$ cat src/alu_pkg.sv
package alu_pkg;

  typedef logic [31:0] word_t;  // Operand and result word
  typedef logic [63:0] dword_t; // Full multiply product
  typedef logic [4:0]  shamt_t; // Shift amount

  // Fixed 5-bit ALU control codes
  typedef enum logic [4:0] {
    OP_AND     = 5'b00000,
    OP_OR      = 5'b00001,
    OP_XOR     = 5'b00010,
    OP_ADDU    = 5'b00011,
    OP_SUBU    = 5'b00100,
    OP_SLTU    = 5'b00101,
    OP_SLT     = 5'b00110,
    OP_MULTU   = 5'b00111,
    OP_MULT    = 5'b01000,
    OP_SLL     = 5'b01001,
    OP_SLLV    = 5'b01010,
    OP_SRA     = 5'b01011,
    OP_SRL     = 5'b01100,
    OP_SRAV    = 5'b01101,
    OP_SRLV    = 5'b01110,
    OP_DIV     = 5'b01111,
    OP_DIVU    = 5'b10000,
    OP_MTHI    = 5'b10001,
    OP_MTLO    = 5'b10010,
    OP_BLTZ    = 5'b10011,
    OP_BGTZ    = 5'b10100,
    OP_BGEZ    = 5'b10101,
    OP_BNE     = 5'b10110,
    OP_BLEZ    = 5'b10111,
    OP_JR      = 5'b11000,
    OP_LUI     = 5'b11001,
    OP_MFHI    = 5'b11010,
    OP_MFLO    = 5'b11011,
    OP_SB      = 5'b11100,
    OP_SH      = 5'b11101,
    OP_ILLEGAL = 5'b11111  // 5'b11110 stays unused
  } alu_op_e;

  localparam int FIFO_DEPTH = 4; // Decode to execute buffer entries

endpackage

$ cat src/op_fifo.sv
`timescale 1ns/1ps

module op_fifo (
  input  logic             clk,
  input  logic             reset_n,
  input  logic             wr_valid,
  output logic             wr_ready,
  input  alu_pkg::alu_op_e wr_op,
  input  alu_pkg::word_t   wr_a,
  input  alu_pkg::word_t   wr_b,
  input  alu_pkg::shamt_t  wr_shamt,
  output logic             rd_valid,
  input  logic             rd_ready,
  output alu_pkg::alu_op_e rd_op,
  output alu_pkg::word_t   rd_a,
  output alu_pkg::word_t   rd_b,
  output alu_pkg::shamt_t  rd_shamt
);

  import alu_pkg::*;

  localparam int PTR_W = $clog2(FIFO_DEPTH);
  localparam int CNT_W = $clog2(FIFO_DEPTH + 1);

  alu_op_e    op_mem    [FIFO_DEPTH];
  word_t      a_mem     [FIFO_DEPTH];
  word_t      b_mem     [FIFO_DEPTH];
  shamt_t     shamt_mem [FIFO_DEPTH];
  logic [PTR_W-1:0] wr_ptr;
  logic [PTR_W-1:0] rd_ptr;
  logic [CNT_W-1:0] count;
  logic       full;
  logic       wr_fire;
  logic       rd_fire;

  assign full     = (count == CNT_W'(FIFO_DEPTH));
  assign rd_valid = (count != '0);
  assign wr_ready = !full || rd_ready; // Full slot frees on the same edge
  assign wr_fire  = wr_valid && wr_ready;
  assign rd_fire  = rd_valid && rd_ready;

  assign rd_op    = op_mem[rd_ptr];   // Head of queue
  assign rd_a     = a_mem[rd_ptr];
  assign rd_b     = b_mem[rd_ptr];
  assign rd_shamt = shamt_mem[rd_ptr];

  always_ff @(posedge clk) begin
    if (!reset_n) begin
      wr_ptr <= '0;
      rd_ptr <= '0;
      count  <= '0;
    end else begin
      if (wr_fire) wr_ptr <= wr_ptr + 1'b1;  // Depth is a power of two
      if (rd_fire) rd_ptr <= rd_ptr + 1'b1;
      if (wr_fire && !rd_fire) count <= count + 1'b1;
      else if (rd_fire && !wr_fire) count <= count - 1'b1;
    end
  end

  always_ff @(posedge clk) begin
    if (wr_fire) begin
      op_mem[wr_ptr]    <= wr_op;
      a_mem[wr_ptr]     <= wr_a;
      b_mem[wr_ptr]     <= wr_b;
      shamt_mem[wr_ptr] <= wr_shamt;
    end
  end

endmodule

$ cat config.mk
export PLATFORM = sky130hd
export DESIGN_NAME = op_fifo
export DESIGN_NICKNAME = d
export VERILOG_FILES = /design/src/alu_pkg.sv /design/src/op_fifo.sv
export SDC_FILE = /design/constraint.sdc
export NUM_CORES = 1
export LEC_CHECK = 0
export ABC_CLOCK_PERIOD_IN_PS = 3150
export BUFFER_PORTS_ARGS = -buffer_cell sky130_fd_sc_hd__buf_4
export CELL_PAD_IN_SITES_DETAIL_PLACEMENT = 0
export CELL_PAD_IN_SITES_GLOBAL_PLACEMENT = 1
export CORE_MARGIN = 2
export CORE_UTILIZATION = 35
export CTS_BUF_LIST = sky130_fd_sc_hd__clkbuf_16
export DETAILED_ROUTE_END_ITERATION = 16
export GPL_TIMING_DRIVEN = 0
export HOLD_SLACK_MARGIN = 0.05
export PLACE_DENSITY_LB_ADDON = 0.12
export RECOVER_POWER = 50
export SYNTH_ARGS = -nofsm -noshare
export SYNTH_HDL_FRONTEND = slang
export SYNTH_SLANG_ARGS = --single-unit
$ cat constraint.sdc
create_clock -name clk -period 3.15 [get_ports clk]
set_input_delay 0.1575 -clock clk [delete_from_list [all_inputs] [get_ports clk]]
set_output_delay 0.1575 -clock clk [all_outputs]
set_load 0.005 [all_outputs]
* Word level (Yosys, flattened, before mapping)
Memories as Yosys holds them, arrays and structs flattened. A register that Yosys moved wholly into a read port is not among the register bits.
Cells that the tools add are included.
** Word-level totals
- Flip-flop bits (word level) :: 7
- Bits in latches :: 0
- RAM bits :: 296
- ROM bits :: 0
- Output and inout bits :: 76
- Memories :: 4
** Memory list
- a_mem :: depth 4, bits a word 32, rd ports 1, clocked after Yosys merged registers in 1, write ports 1, RTL line op_fifo.sv:26 : word_t a_mem [FIFO_DEPTH];
- b_mem :: depth 4, bits a word 32, rd ports 1, clocked after Yosys merged registers in 1, write ports 1, RTL line op_fifo.sv:27 : word_t b_mem [FIFO_DEPTH];
- op_mem :: depth 4, bits a word 5, rd ports 1, clocked after Yosys merged registers in 1, write ports 1, RTL line op_fifo.sv:25 : alu_op_e op_mem [FIFO_DEPTH];
- shamt_mem :: depth 4, bits a word 5, rd ports 1, clocked after Yosys merged registers in 1, write ports 1, RTL line op_fifo.sv:28 : shamt_t shamt_mem [FIFO_DEPTH];
** Operators by class
- Add/subtract/negate cells :: 4
- Multiply operators :: 0
- Div/mod/pow operators :: 0
- $lt $le $gt $ge :: 0
- Equal/unequal tests :: 1
- Shifts and indexed selects :: 0
- Muxes and demuxes :: 12
- Bitwise operators :: 0
- Reduce and logical (&&, ||, !) cells :: 10
** Operators by type and width (count)
- two-way mux 2 bit :: 8
- two-way mux 3 bit :: 2
- adder 2 x 1 -> 2 bit (second input constant) :: 2
- logical AND 1 bit :: 4
- adder 3 x 1 -> 3 bit (second input constant) :: 1
- == test 3 bit (second input constant) :: 1
- logical NOT 1 bit :: 3
- nonzero test 3 bit :: 1
- subtractor 3 x 1 -> 3 bit (second input constant) :: 1
- two-way mux 1 bit :: 2
- nonzero test 2 bit :: 1
- logical OR 1 bit :: 1

* Longest topological paths before layout
- Depth after elaboration :: 8
- Gate-level depth with buffers :: 9
- Gate-level depth less buffers :: 8

* Worst setup path after synthesis
No wires, ideal clock.
- Path type :: register to register
- From :: register count[0]
- To :: memory a_mem[0][0] (netlist bit) (enable)
- Arrival :: 2.475 ns
- Data required time :: 2.709 ns
- Setup slack :: 0.235 ns
- Cell stages (with the launch flop) :: 4
- Buffers on the path :: 1
- Cells stage by stage :: dfxtp_1 -> or4b_1 -> buf_2 -> and3_1
** Between the ends
- Longest elaborated chain between the ends :: 6
** Ends and longest elaborated chain
- start: declaration :: RTL line op_fifo.sv:31 : logic [CNT_W-1:0] count;
- start signal: assignment :: RTL line op_fifo.sv:55 : if (wr_fire && !rd_fire) count <= count + 1'b1;
- start signal: assignment :: RTL line op_fifo.sv:56 : else if (rd_fire && !wr_fire) count <= count - 1'b1;
- == test 3 bit :: RTL line op_fifo.sv:36 : assign full = (count == CNT_W'(FIFO_DEPTH));
- logical NOT 1 bit :: RTL line op_fifo.sv:38 : assign wr_ready = !full || rd_ready;
- logical OR 1 bit :: RTL line op_fifo.sv:38
- net wr_ready :: RTL line op_fifo.sv:7 : output logic wr_ready,
- logical AND 1 bit :: RTL line op_fifo.sv:39 : assign wr_fire = wr_valid && wr_ready;
- two-way mux 1 bit :: RTL line op_fifo.sv:61 : if (wr_fire) begin
- two-way mux 1 bit (not written as such) :: RTL line op_fifo.sv:63 : a_mem[wr_ptr] <= wr_a;
- end: declaration :: RTL line op_fifo.sv:26
The timed path passes the listed nets, and every way through them passes these cells.

* Worst setup path after layout
- From :: register count[0]
- To :: register count[2]
** Between the ends
- Longest elaborated chain between the ends :: 7
- Elaborated cells between the ends (all ways) :: 15
** Ends and longest elaborated chain
- == test 3 bit * :: RTL line op_fifo.sv:36
- logical NOT 1 bit * :: RTL line op_fifo.sv:38
- logical OR 1 bit * :: RTL line op_fifo.sv:38
- logical AND 1 bit * :: RTL line op_fifo.sv:39
- net wr_fire :: RTL line op_fifo.sv:33 : logic wr_fire;
- logical NOT 1 bit :: RTL line op_fifo.sv:56
- logical AND 1 bit :: RTL line op_fifo.sv:56
- nonzero test 2 bit (no source line)
The timed path passes the listed nets; every way through them passes the cells marked *. The select of a mux whose other input is x is not followed.
A chain may end at the register's enable or synchronous reset.

==> run metrics <==
Mapped Area 0.0111 mm²; Final Cycle Share 81.9%; via density per instance 4.75; worst slew pin tran 0.913 ns; initial antenna violation count 0; WL per Instance 19.3 µm; Initial DRC Count 312; Req. time, crit path 3.56 ns; Post-synth EDFFs 296; number of global-route vias before repair 5,957; Synth warnings 0; CTS clk-pin slew, worst paths 0.05 ns; Hold Crit Class input port to flip-flop; placed cells 992; GPL Wtd Cong 0.707; FP Rows 65; FF+latch count, synth 305; Post-Route WL 21,700 µm; die height 182 µm; total grt overflow 0; GR Util All Layers 13.4%; Switching Power 0.00260 W; commonest non-fill, non-tap cell in the layout edfxtp_1; Final HPWL DP 12,900 µm; worst r2r path cells 9; Pwr Total 0.0111 W; Port Buffers 152; unique cell type count in the Yosys netlist 26; first-pass GRT wire length 33,500 µm; Post-Syn Instances 434; Num CTS Buffers 34; Clock Path Buffers 3; crit-path max cell delay 0.45 ns; sequential power share 44.1%; R2R Path End count[2]$_SDFFE_PN0P_; Clock Root Buffer clkbuf_16; critical path endpoint category flip-flop; Die Wd 182 µm; Pre-antenna DRT Iters 4; H-Tree Depth 2; Remaining DRCs 0; DP Area 0.0129 mm²; min cycle time layout 2.58 ns; Int Pwr 0.00851 W; die area 0.0332 mm²; core area 0.0314 mm²; worst reg2reg path startpoint count[0]$_SDFFE_PN0P_; top cells by area, synth edfxtp_1, mux4_2, dfxtp_1; post-cts sizing count 0; DRT antenna net count 0; Starting Density 35.4%; Setup TNS 0 ns; crit path capture count[2]$_SDFFE_PN0P_; Layout area overhead 29.9%; Non-Filler Instances 1,125; WP data arrival 2.99 ns; Slowest-stage cell, CP dfxtp_1; Main synth FF type edfxtp_1; postcts setup bufs 0; run status finished clean; post-synthesis sequential area ratio 81.6%; unrepaired setup endpoints after global routing no; worst skew pair latency 0.50 ns; Hold Vio Cnt, Final 0; DR vias 5,347; type of origin of the critical path flip-flop; r2r setup slk 0.57 ns; highest net fanout along the worst path 7; CTS sink count 305; Crit. Startpoint count[0]$_SDFFE_PN0P_; CP Cell Sequence or4b_1, clkbuf_1, and2_0, ha_1, inv_1, fa_1, xor2_1, or3_1, a21boi_0; Fill cells 2,711; leading area contributor after synthesis edfxtp_1; Final setup viols 0; Relative slew margins 39.1%; post-route clock skew 0.0148 ns; CTS tree done; Max Cap Viol 0; antenna cells 0; Max Fclk 387 MHz; Slew Viols, Final 0; FFs w/ async S/R, synth 0%; most frequent cells in the layout edfxtp_1, buf_4, clkbuf_1, dlygate4sd3_1, mux4_2; logic gate share of total power 21.8%; Syn Area/Cell 25.6 µm²; largest net degree at the start of global routing 49; switching portion of total power 23.4%; NumNets Final 785; Clk pwr share 34.1%; CP Class flip-flop to flip-flop; Multi-input gate area 0.00195 mm²; top-area cell type share of the netlist area 80.0%; sequential cell area 0.00907 mm²; share of layout cells above drive strength 1 29.5%; post-layout util 46.0%; worst vdd rail ir drop 0.428 mV; syn nets 518; final instance area 0.0144 mm²; Power Density 770 mW/mm²; I/O pin count 154; LEAKAGE 4.73 nW
==> worst min path at each step <==
stage / from / to / slack [ns] / cells past startpoint
final: reset_n / wr_ptr[0]$_SDFFE_PN0P_ / 0.09 / 3
after global routing: reset_n / wr_ptr[0]$_SDFFE_PN0P_ / 0.09 / 3
after CTS: reset_n / wr_ptr[0]$_SDFFE_PN0P_ / 0.07 / 3
after detailed placement: wr_a[15] / a_mem[0][15]$_DFFE_PP_ / 0.36 / 1
after global placement: wr_a[1] / a_mem[3][1]$_DFFE_PP_ / 0.36 / 1
after floorplan: wr_a[0] / a_mem[0][0]$_DFFE_PP_ / 0.26 / 0
==> stage by stage <==
step	hold WS (ns)	worst slack, ns
3_3_place_gp	0.357	-1.47
3_5_place_dp	0.360	0.754
6_report	0.0897	0.569
2_1_floorplan	0.256	0.235
4_1_cts	0.0652	0.562
5_1_grt	0.0941	0.434
==> logic make-up after synthesis <==
| family | count (synthesis) | share of synthesized area (%) |
|---|---|---|
| DFF | 305 | 81.6 |
| adders and majority gates | 6 | 0.743 |
| AOI/OAI and AO/OA | 5 | 0.304 |
| buffers and inverters | 21 | 0.934 |
| xor gates and xnor gates | 4 | 0.315 |
| muxes | 76 | 15.2 |
| and+or+nand+nor | 17 | 0.946 |
==> sequential cells by signal, summed over array words and instances, names as in the netlist, named ones only <==
| name | cells |
|---|---|
| wr_ptr | 2 |
| count | 3 |
| b_mem | 128 |
| shamt_mem | 20 |
| a_mem | 128 |
| op_mem | 20 |
| rd_ptr | 2 |
==> timing repair <==
item | in CTS | in global routing
setup endpoints to repair | 0 | 0
hold buffers | 75 | 0
hold endpoints to repair | 298 | 0
==> metal layers <==
layer,global-route usage (%),wire length (µm),vias to the layer above
met5,0,0,-
met1,16.4,8930,2771
li1,-,-,2404
met4,4.23,529,0
met3,3.19,1130,39
met2,23.4,11100,133
==> critical path, delay by kind of cell, from the launching register on <==
kind	cells	cell delay, ns
DFF	1	0.45
xor gates and xnor gates	1	0.17
and+or+nand+nor	3	0.75
buffers and inverters	2	0.32
adders and majority gates	2	0.62
AOI/OAI and AO/OA	1	0.19
==> Yosys cell counts, types with 2 or more instances <==
library cell / n
nand2_1: 3
mux4_2: 74
buf_2: 5
buf_1: 6
or3_1: 2
xnor2_1: 3
dfxtp_1: 9
clkbuf_1: 2
edfxtp_1: 296
and2_1: 4
ha_1: 5
and3_1: 4
buf_4: 5
mux2i_1: 2
inv_1: 3
==> final cells by class <==
type                    instances  area share [%]
plain buffers                  18           0.633
clock buffers                  37            6.41
clock inverters                21            1.14
inverters                       3          0.0780
multi-input cells             108            13.5
flip-flops and latches        305            62.8
well taps                     402            3.48
repair buffers                231            11.9
==> power by group through the flow <==
| stage | logic (W) | clock network [W] | registers (W) |
|---|---|---|---|
| after CTS | 0.00256 | 0.00393 | 0.00490 |
| after detailed placement | 0.00248 | 0 | 0.00499 |
| after global routing | 0.00265 | 0.00407 | 0.00493 |
| final | 0.00242 | 0.00379 | 0.00490 |
| after floorplan | 0.00133 | 0 | 0.00498 |
| after global placement | 0.00241 | 0 | 0.00501 |
Power figures use the tool's default switching activity.
