[src/alu_pkg.sv]
package alu_pkg;

  typedef logic [31:0] word_t;  // Operand and result word
  typedef logic [63:0] dword_t; // Full multiply product
  typedef logic [4:0]  shamt_t; // Shift amount

  // Fixed 5-bit ALU control codes
  typedef enum logic [4:0] {
    OP_AND     = 5'b00000,
    OP_OR      = 5'b00001,
    OP_XOR     = 5'b00010,
    OP_ADDU    = 5'b00011,
    OP_SUBU    = 5'b00100,
    OP_SLTU    = 5'b00101,
    OP_SLT     = 5'b00110,
    OP_MULTU   = 5'b00111,
    OP_MULT    = 5'b01000,
    OP_SLL     = 5'b01001,
    OP_SLLV    = 5'b01010,
    OP_SRA     = 5'b01011,
    OP_SRL     = 5'b01100,
    OP_SRAV    = 5'b01101,
    OP_SRLV    = 5'b01110,
    OP_DIV     = 5'b01111,
    OP_DIVU    = 5'b10000,
    OP_MTHI    = 5'b10001,
    OP_MTLO    = 5'b10010,
    OP_BLTZ    = 5'b10011,
    OP_BGTZ    = 5'b10100,
    OP_BGEZ    = 5'b10101,
    OP_BNE     = 5'b10110,
    OP_BLEZ    = 5'b10111,
    OP_JR      = 5'b11000,
    OP_LUI     = 5'b11001,
    OP_MFHI    = 5'b11010,
    OP_MFLO    = 5'b11011,
    OP_SB      = 5'b11100,
    OP_SH      = 5'b11101,
    OP_ILLEGAL = 5'b11111  // 5'b11110 stays unused
  } alu_op_e;

  localparam int FIFO_DEPTH = 4; // Decode to execute buffer entries

endpackage

[src/isa_pkg.sv]
package isa_pkg;

  typedef logic [31:0] instr_t;  // Raw instruction word
  typedef logic [5:0]  opcode_t; // instr[31:26]
  typedef logic [5:0]  funct_t;  // instr[5:0], R-type only

  // Major opcodes
  localparam opcode_t OPC_SPECIAL = 6'b000000;
  localparam opcode_t OPC_REGIMM  = 6'b000001;
  localparam opcode_t OPC_BEQ     = 6'b000100;
  localparam opcode_t OPC_BNE     = 6'b000101;
  localparam opcode_t OPC_BLEZ    = 6'b000110;
  localparam opcode_t OPC_BGTZ    = 6'b000111;
  localparam opcode_t OPC_ADDIU   = 6'b001001;
  localparam opcode_t OPC_SLTI    = 6'b001010;
  localparam opcode_t OPC_SLTIU   = 6'b001011;
  localparam opcode_t OPC_ANDI    = 6'b001100;
  localparam opcode_t OPC_ORI     = 6'b001101;
  localparam opcode_t OPC_XORI    = 6'b001110;
  localparam opcode_t OPC_LUI     = 6'b001111;
  localparam opcode_t OPC_SB      = 6'b101000;
  localparam opcode_t OPC_SH      = 6'b101001;

  // SPECIAL funct codes
  localparam funct_t FN_SLL   = 6'b000000;
  localparam funct_t FN_SRL   = 6'b000010;
  localparam funct_t FN_SRA   = 6'b000011;
  localparam funct_t FN_SLLV  = 6'b000100;
  localparam funct_t FN_SRLV  = 6'b000110;
  localparam funct_t FN_SRAV  = 6'b000111;
  localparam funct_t FN_JR    = 6'b001000;
  localparam funct_t FN_JALR  = 6'b001001;
  localparam funct_t FN_MFHI  = 6'b010000;
  localparam funct_t FN_MTHI  = 6'b010001;
  localparam funct_t FN_MFLO  = 6'b010010;
  localparam funct_t FN_MTLO  = 6'b010011;
  localparam funct_t FN_MULT  = 6'b011000;
  localparam funct_t FN_MULTU = 6'b011001;
  localparam funct_t FN_DIV   = 6'b011010;
  localparam funct_t FN_DIVU  = 6'b011011;
  localparam funct_t FN_ADDU  = 6'b100001;
  localparam funct_t FN_SUBU  = 6'b100011;
  localparam funct_t FN_AND   = 6'b100100;
  localparam funct_t FN_OR    = 6'b100101;
  localparam funct_t FN_XOR   = 6'b100110;
  localparam funct_t FN_SLT   = 6'b101010;
  localparam funct_t FN_SLTU  = 6'b101011;

  // REGIMM selectors in the rt field
  localparam logic [4:0] RT_BLTZ = 5'b00000;
  localparam logic [4:0] RT_BGEZ = 5'b00001;

endpackage
[src/alu_decode.sv]
`timescale 1ns/1ps

module alu_decode (
  input  logic             clk,
  input  logic             reset_n,
  input  logic             in_valid,
  output logic             in_ready,
  input  isa_pkg::instr_t  instr,
  input  alu_pkg::word_t   rs_val,
  input  alu_pkg::word_t   rt_val,
  output logic             dec_valid,
  input  logic             dec_ready,
  output alu_pkg::alu_op_e dec_op,
  output alu_pkg::word_t   dec_a,
  output alu_pkg::word_t   dec_b,
  output alu_pkg::shamt_t  dec_shamt
);

  import isa_pkg::*;
  import alu_pkg::*;

  opcode_t    opcode;
  funct_t     funct;
  logic [4:0] rt_sel;
  logic [15:0] imm;
  alu_op_e    op_next;
  logic       use_imm;   // Operand b from the immediate
  logic       imm_zext;  // Logic forms and LUI zero-extend
  word_t      b_next;
  logic       run;       // Low for the first cycle out of reset
  logic       in_fire;

  assign opcode = instr[31:26];
  assign funct  = instr[5:0];
  assign rt_sel = instr[20:16];
  assign imm    = instr[15:0];

  // Stage refills on the same edge it drains
  assign in_ready = run && (!dec_valid || dec_ready);
  assign in_fire  = in_valid && in_ready;

  always_comb begin
    op_next  = OP_ILLEGAL;
    use_imm  = 1'b0;
    imm_zext = 1'b0;
    case (opcode)
      OPC_SPECIAL: begin
        case (funct)
          FN_SLL:   op_next = OP_SLL;
          FN_SRL:   op_next = OP_SRL;
          FN_SRA:   op_next = OP_SRA;
          FN_SLLV:  op_next = OP_SLLV;
          FN_SRLV:  op_next = OP_SRLV;
          FN_SRAV:  op_next = OP_SRAV;
          FN_JR,
          FN_JALR:  op_next = OP_JR;
          FN_MFHI:  op_next = OP_MFHI;
          FN_MTHI:  op_next = OP_MTHI;
          FN_MFLO:  op_next = OP_MFLO;
          FN_MTLO:  op_next = OP_MTLO;
          FN_MULT:  op_next = OP_MULT;
          FN_MULTU: op_next = OP_MULTU;
          FN_DIV:   op_next = OP_DIV;
          FN_DIVU:  op_next = OP_DIVU;
          FN_ADDU:  op_next = OP_ADDU;
          FN_SUBU:  op_next = OP_SUBU;
          FN_AND:   op_next = OP_AND;
          FN_OR:    op_next = OP_OR;
          FN_XOR:   op_next = OP_XOR;
          FN_SLT:   op_next = OP_SLT;
          FN_SLTU:  op_next = OP_SLTU;
          default:  op_next = OP_ILLEGAL;
        endcase
      end
      OPC_REGIMM: begin
        if (rt_sel == RT_BLTZ) op_next = OP_BLTZ;
        else if (rt_sel == RT_BGEZ) op_next = OP_BGEZ;
      end
      // BEQ travels as OP_BNE and the user reads zero inverted
      OPC_BEQ,
      OPC_BNE:   op_next = OP_BNE;
      OPC_BLEZ:  op_next = OP_BLEZ;
      OPC_BGTZ:  op_next = OP_BGTZ;
      OPC_ADDIU: begin op_next = OP_ADDU; use_imm = 1'b1; end
      OPC_SLTI:  begin op_next = OP_SLT;  use_imm = 1'b1; end
      OPC_SLTIU: begin op_next = OP_SLTU; use_imm = 1'b1; end
      OPC_ANDI:  begin op_next = OP_AND;  use_imm = 1'b1; imm_zext = 1'b1; end
      OPC_ORI:   begin op_next = OP_OR;   use_imm = 1'b1; imm_zext = 1'b1; end
      OPC_XORI:  begin op_next = OP_XOR;  use_imm = 1'b1; imm_zext = 1'b1; end
      OPC_LUI:   begin op_next = OP_LUI;  use_imm = 1'b1; imm_zext = 1'b1; end
      OPC_SB:    begin op_next = OP_SB;   use_imm = 1'b1; end  // Offset rides on b
      OPC_SH:    begin op_next = OP_SH;   use_imm = 1'b1; end
      default:   op_next = OP_ILLEGAL;
    endcase
  end

  always_comb begin
    if (!use_imm) b_next = rt_val;
    else if (imm_zext) b_next = {16'h0000, imm};
    else b_next = {{16{imm[15]}}, imm};
  end

  always_ff @(posedge clk) begin
    if (!reset_n) begin
      run       <= 1'b0;
      dec_valid <= 1'b0;
    end else begin
      run <= 1'b1;
      if (in_fire) dec_valid <= 1'b1;
      else if (dec_ready) dec_valid <= 1'b0;
    end
  end

  always_ff @(posedge clk) begin
    if (in_fire) begin
      dec_op    <= op_next;
      dec_a     <= rs_val;
      dec_b     <= b_next;
      dec_shamt <= instr[10:6]; // Always the shamt field
    end
  end

endmodule

[config.mk]
export PLATFORM = sky130hd
export DESIGN_NAME = alu_decode
export DESIGN_NICKNAME = d
export VERILOG_FILES = /design/src/alu_pkg.sv /design/src/isa_pkg.sv /design/src/alu_decode.sv
export SDC_FILE = /design/constraint.sdc
export NUM_CORES = 1
export LEC_CHECK = 0
export ABC_AREA = 1
export BUFFER_PORTS_ARGS = -buffer_cell sky130_fd_sc_hd__clkbuf_2
export CORE_UTILIZATION = 30
export CTS_CLUSTER_SIZE = 25
export DETAILED_ROUTE_END_ITERATION = 10
export PLACE_DENSITY_LB_ADDON = 0.15
export SYNTH_ARGS = -nofsm -noshare
export SYNTH_HDL_FRONTEND = slang
export SYNTH_SLANG_ARGS = --single-unit
[constraint.sdc]
create_clock -name clk -period 8.7 [get_ports clk]
set_input_delay 0.87 -clock clk [delete_from_list [all_inputs] [get_ports clk]]
set_output_delay 0.87 -clock clk [all_outputs]
set_load 0.02 [all_outputs]
---- After elaboration in Yosys (flattened, before gate mapping) ----
Memory sizes are Yosys's and may differ from the RTL's.
Index checks and enable logic that the tools add are counted.
operators by class
  reduce and logical (&&, ||, !) cells .... 10
  muxes and demuxes ....................... 10
  equality and inequality tests ........... 15
operators with widths
  cell                                            number
  case mux 5 bit (14 select lines)                1
  two-way mux 32 bit                              2
  == test 6 x 4 -> 1 bit (second input constant)  7
  == test 6 x 3 -> 1 bit (second input constant)  4
  == test 6 bit (second input constant)           2
  OR reduction 9 bit                              1
  two-way mux 4 bit                               2
  == test 6 x 1 -> 1 bit (second input constant)  1
  zero test 6 bit                                 1
  == test 5 x 1 -> 1 bit (second input constant)  1
  zero test 5 bit                                 1
  two-way mux 1 bit                               5
  OR reduction 4 bit                              1
  logical AND 1 bit                               2
  nonzero test 2 bit                              1
  OR reduction 2 bit                              1
  zero test 1 bit                                 1
  logical OR 1 bit                                1
word-level totals
  output and inout bits ................... 76
  memory bits (read-only) ................. 320
  memories ................................ 1
  logic and storage cells ................. 42
  register bits after elaboration ......... 76
  input port bits ......................... 100
memories
  memory           depth  width  read ports  clocked after Yosys merged registers in  wr ports  line              source
  (no name shown)  64     5      1           0                                        0         alu_decode.sv:48  case (funct)

---- Depth between registers and ports, before layout ----
  word-level depth ........................ 5
  gate-level depth with buffers ........... 10
  gate-level depth less buffers ........... 10

---- Least setup slack after synthesis ----
No wires, ideal clock.
  path type ............................... input -> register
  start ................................... in dec_ready
  end ..................................... reg dec_a[0], enable pin
  slack ................................... 1738 ps
  stages on the path ...................... 2
  buffers on the path ..................... 0
  required time ........................... 8086 ps
  setup time .............................. 614 ps
  data arrival time ....................... 6348 ps
  cells stage by stage .................... nor2_1 > nor3b_1
between the ends
  word-level cells in the longest chain between the ends .. 3
RTL lines
  element                 line               source
  start: declaration      alu_decode.sv:12   input logic dec_ready,
  logical OR 1 bit        alu_decode.sv:39   assign in_ready = run && (!dec_valid || dec_ready);
  logical AND 1 bit       alu_decode.sv:39
  logical AND 1 bit       alu_decode.sv:40   assign in_fire = in_valid && in_ready;
  via in_fire             alu_decode.sv:31   logic in_fire;
  end signal: assignment  alu_decode.sv:117  dec_a <= rs_val;
  end: declaration        alu_decode.sv:14   output alu_pkg::word_t dec_a,
The timed path passes the listed nets, and every way through them passes these cells.
A chain may end at the register's enable or synchronous reset.

---- Final worst setup path ----
  start ................................... in instr[28]
  end ..................................... reg dec_b[31], data pin
between the ends
  word-level cells in the longest chain between the ends .. 5
  elaborated cells between the ends (all ways) .. 15
  classes of those cells .................. 9 x eq/ne; 4 x mux; 2 x reduce/logical
RTL lines
  element                       line               source
  start: declaration            alu_decode.sv:8    input isa_pkg::instr_t instr,
  == test 6 x 4 -> 1 bit        alu_decode.sv:46   case (opcode)
  OR reduction 4 bit (no line)  n/a
  two-way mux 1 bit             alu_decode.sv:46
  two-way mux 32 bit            alu_decode.sv:99   else if (imm_zext) b_next = {16'h0000, imm};
  two-way mux 32 bit (*)        alu_decode.sv:98   if (!use_imm) b_next = rt_val;
  via b_next[31]                alu_decode.sv:29   word_t b_next;
  end signal: assignment        alu_decode.sv:118  dec_b <= b_next;
  end: declaration              alu_decode.sv:15   output alu_pkg::word_t dec_b,
The timed path passes the listed nets; every way through them passes the cells marked *.

==> out/results.ini <==
[logic_synthesis]
synth_cell_type_count = 26
synth-seq-area-share = 0.672
syn_area_per_cell_um2 = 11.1
syn_area_um2 = 3370
synthCells = 303
syn_nets = 408
synth_warnings = 0
synth-seq-cells = 76

[cts]
cts_sinks = 76
holdBufCountCts = 0
htreeDepth = 3
ctsResizeCount = 0
cts_setup_buffers = 0
worstSkewPairLatency_ns = 0.35
clk_path_buf_depth = 2
tritoncts = yes
clk_pin_slew_worst_paths_ns = 0.08
cts-root-buf = clkbuf_8
cts_made_buffers = 9

[grt]
grt_pass1_vias = 2480
antenna_found_initial = 0
grt_max_degree = 50
grt_overflow = 0
grt_util_all_layers = 0.140
grt_pass1_wl_um = 12100

[final_layout]
seqCellArea_um2 = 2260
layout-drive-gt1-share = 0.427
fin_nets = 580
antenna_cells = 0
multi_input_area_um2 = 928
syn_to_final_growth_pct = 35.4
design_area_um2 = 4560
nFillCells = 1087

[drt]
vias_per_cell = 4.47
drc_errors = 0
num_vias = 2770
totalWireLength_um = 8080
drt_iter0_drc = 146
first_pass_iters = 4
post_drt_wl_per_cell_um = 13.0
drtAntennaViolNets = 0

[setup_path]
slowest_delay_ns = 0.73
r2r-start = dec_valid
critPathKind = in2reg
crit_buf_inv = 2
path_depth = 8
r2r_end = dec_b[0]
path_cells = clkbuf_2 -> nor2_1 -> nand3b_1 -> nand2_2 -> nor2_4 -> inv_2 -> nand3_4 -> nand2_1
cp_data_arrival_time_ns = 2.78
regToRegSetupSlack_ns = 7.17
crit_path_start_kind = input port
endpoint = dec_b[31]
crit_path_start = instr[28]
r2r_cells = 4
end_kind = flop
crit_slowest_cell = nor2_4
path_delay_family = simple AND/OR/NAND/NOR gates
cp.required_ns = 8.79
crit_fanout = 39

[timing]
clock_skew_ns = 0.00612
slew_violations = 0
slew_headroom = 0.362
setup_viol = 0
fin_tns_setup_ns = 0
finalCriticalPeriod_ns = 2.69
final_hold_viol_count = 0
setup_ws_ns = 6.01
finalCritPeriodShare = 0.309
fmax_ghz = 0.372
rsz0062_at_grt = no
worst-slew-pin-transition_ns = 0.954

[placement]
dpl.hpwl_um = 6190
dpl_cell_area_um2 = 4320
routabilityCongestion = 0.890
post-place-ws_ns = 5.59
port_buffers = 170

[floorplanning]
rows = 38
ios = 176
fp.coreArea_um2 = 10900
start_util = 0.309
die_h_um = 108
die_area_um2 = 11600
dieWidth_um = 108

[worst_hold_path]
hold_path_class = in2reg

[outcome]
status = finished, final reports clean

[power]
power_leakage_nw = 2.17
vdd_drop_max_mv = 0.0805
cellPowerDensity_nw_per_um2 = 189

[run]
cap_violations = 0

[registers in the layout, summed over array words and instances (netlist names)]
name       cells
dec_a         32
dec_b         32
dec_op         5
dec_shamt      5
dec_valid      1
run            1
[layer usage]
metal  GRT usage  part of all wire  vias up
met3      0.0351             0.081       12
met5           0                 0        -
met1       0.174              0.42     1260
li1            -                 -     1363
met2       0.228              0.48      135
met4      0.0656             0.017        0
[logic make-up (layout without fill, tap and decap cells)]
kind of cell / Yosys count / count (layout) / share of synthesized area
AOI/OAI and AO/OA: 16 / 16 / 0.0245
adders and majority gates: 5 / 5 / 0.0186
buffers and inverters: 34 / 211 / 0.0535
DFF: 76 / 76 / 0.672
and+or+nand+nor: 172 / 172 / 0.231
[cells in the final DEF (no fill, tap or decap), types with 2 or more instances in the layout]
cell,count
a21oi_1,3
buf_4,2
bufinv_16,3
clkbuf_2,170
clkbuf_8,9
clkinv_1,2
dfxtp_1,2
edfxtp_1,74
ha_1,5
inv_1,21
nand2_1,96
nand2_2,12
nand3_1,25
nand3_4,2
nand4_1,6
nor2_1,24
nor2_4,2
o21ai_0,12
[power by group]
group / switching (mW) / internal [mW]
sequential: 0.00450 / 0.424
clock: 0.129 / 0.191
combinational: 0.0712 / 0.0396
total: 0.204 / 0.655
[worst min path at each step]
stage | start | end | slack, ns | depth (start not counted)
4_1_cts | reset_n | run | 0.61 | 1
3_5_place_dp | dec_valid | dec_valid | 0.65 | 4
5_1_grt | reset_n | run | 0.61 | 1
2_1_floorplan | dec_valid | dec_valid | 0.69 | 4
3_3_place_gp | dec_valid | dec_valid | 0.63 | 4
6_report | reset_n | run | 0.63 | 1
[per-stage QoR]
step                      hold WS, ns  std cells  utilization  total power [mW]
after floorplan                 0.691        303            -             0.505
after global placement          0.632        604        0.397             0.547
after detailed placement        0.648        604        0.397             0.550
after CTS                       0.610        620        0.419             0.872
after global routing            0.610        620        0.419             0.903
final                           0.634        620        0.419             0.859
[cells in the mapped netlist]
library cell  number  area [um^2]
buf_2              2         10.0
nor2_2             1         6.26
and2_1             1         6.26
nor2_1            24         90.1
clkinv_1           1         3.75
nand3_1           25          125
dfxtp_1            2         40.0
nand4_1            6         37.5
o21ai_0           12         60.1
buf_4              1         7.51
nor3b_1            1         7.51
nand2_2           12         75.1
nor3_1             1         5.00
ha_1               5         62.6
inv_1             21         78.8
nor2_4             2         22.5
nand2_1           96          360
a21oi_1            3         15.0
edfxtp_1          74         2220
o211ai_1           1         7.51
buf_6              6         67.6
nand3_4            2         35.0
inv_2              1         3.75
nand3b_1           1         7.51
clkbuf_1           1         3.75
clkbuf_2           1         5.00
[area by class of cell]
class	instances	area share
sequential	76	0.496
timing repair buffer	172	0.190
clock inverter	6	0.0244
multi-input combinational	193	0.204
inverter	23	0.0189
clock buffer	10	0.0280
tap	140	0.0384
(Power assumes the default switching activity.)
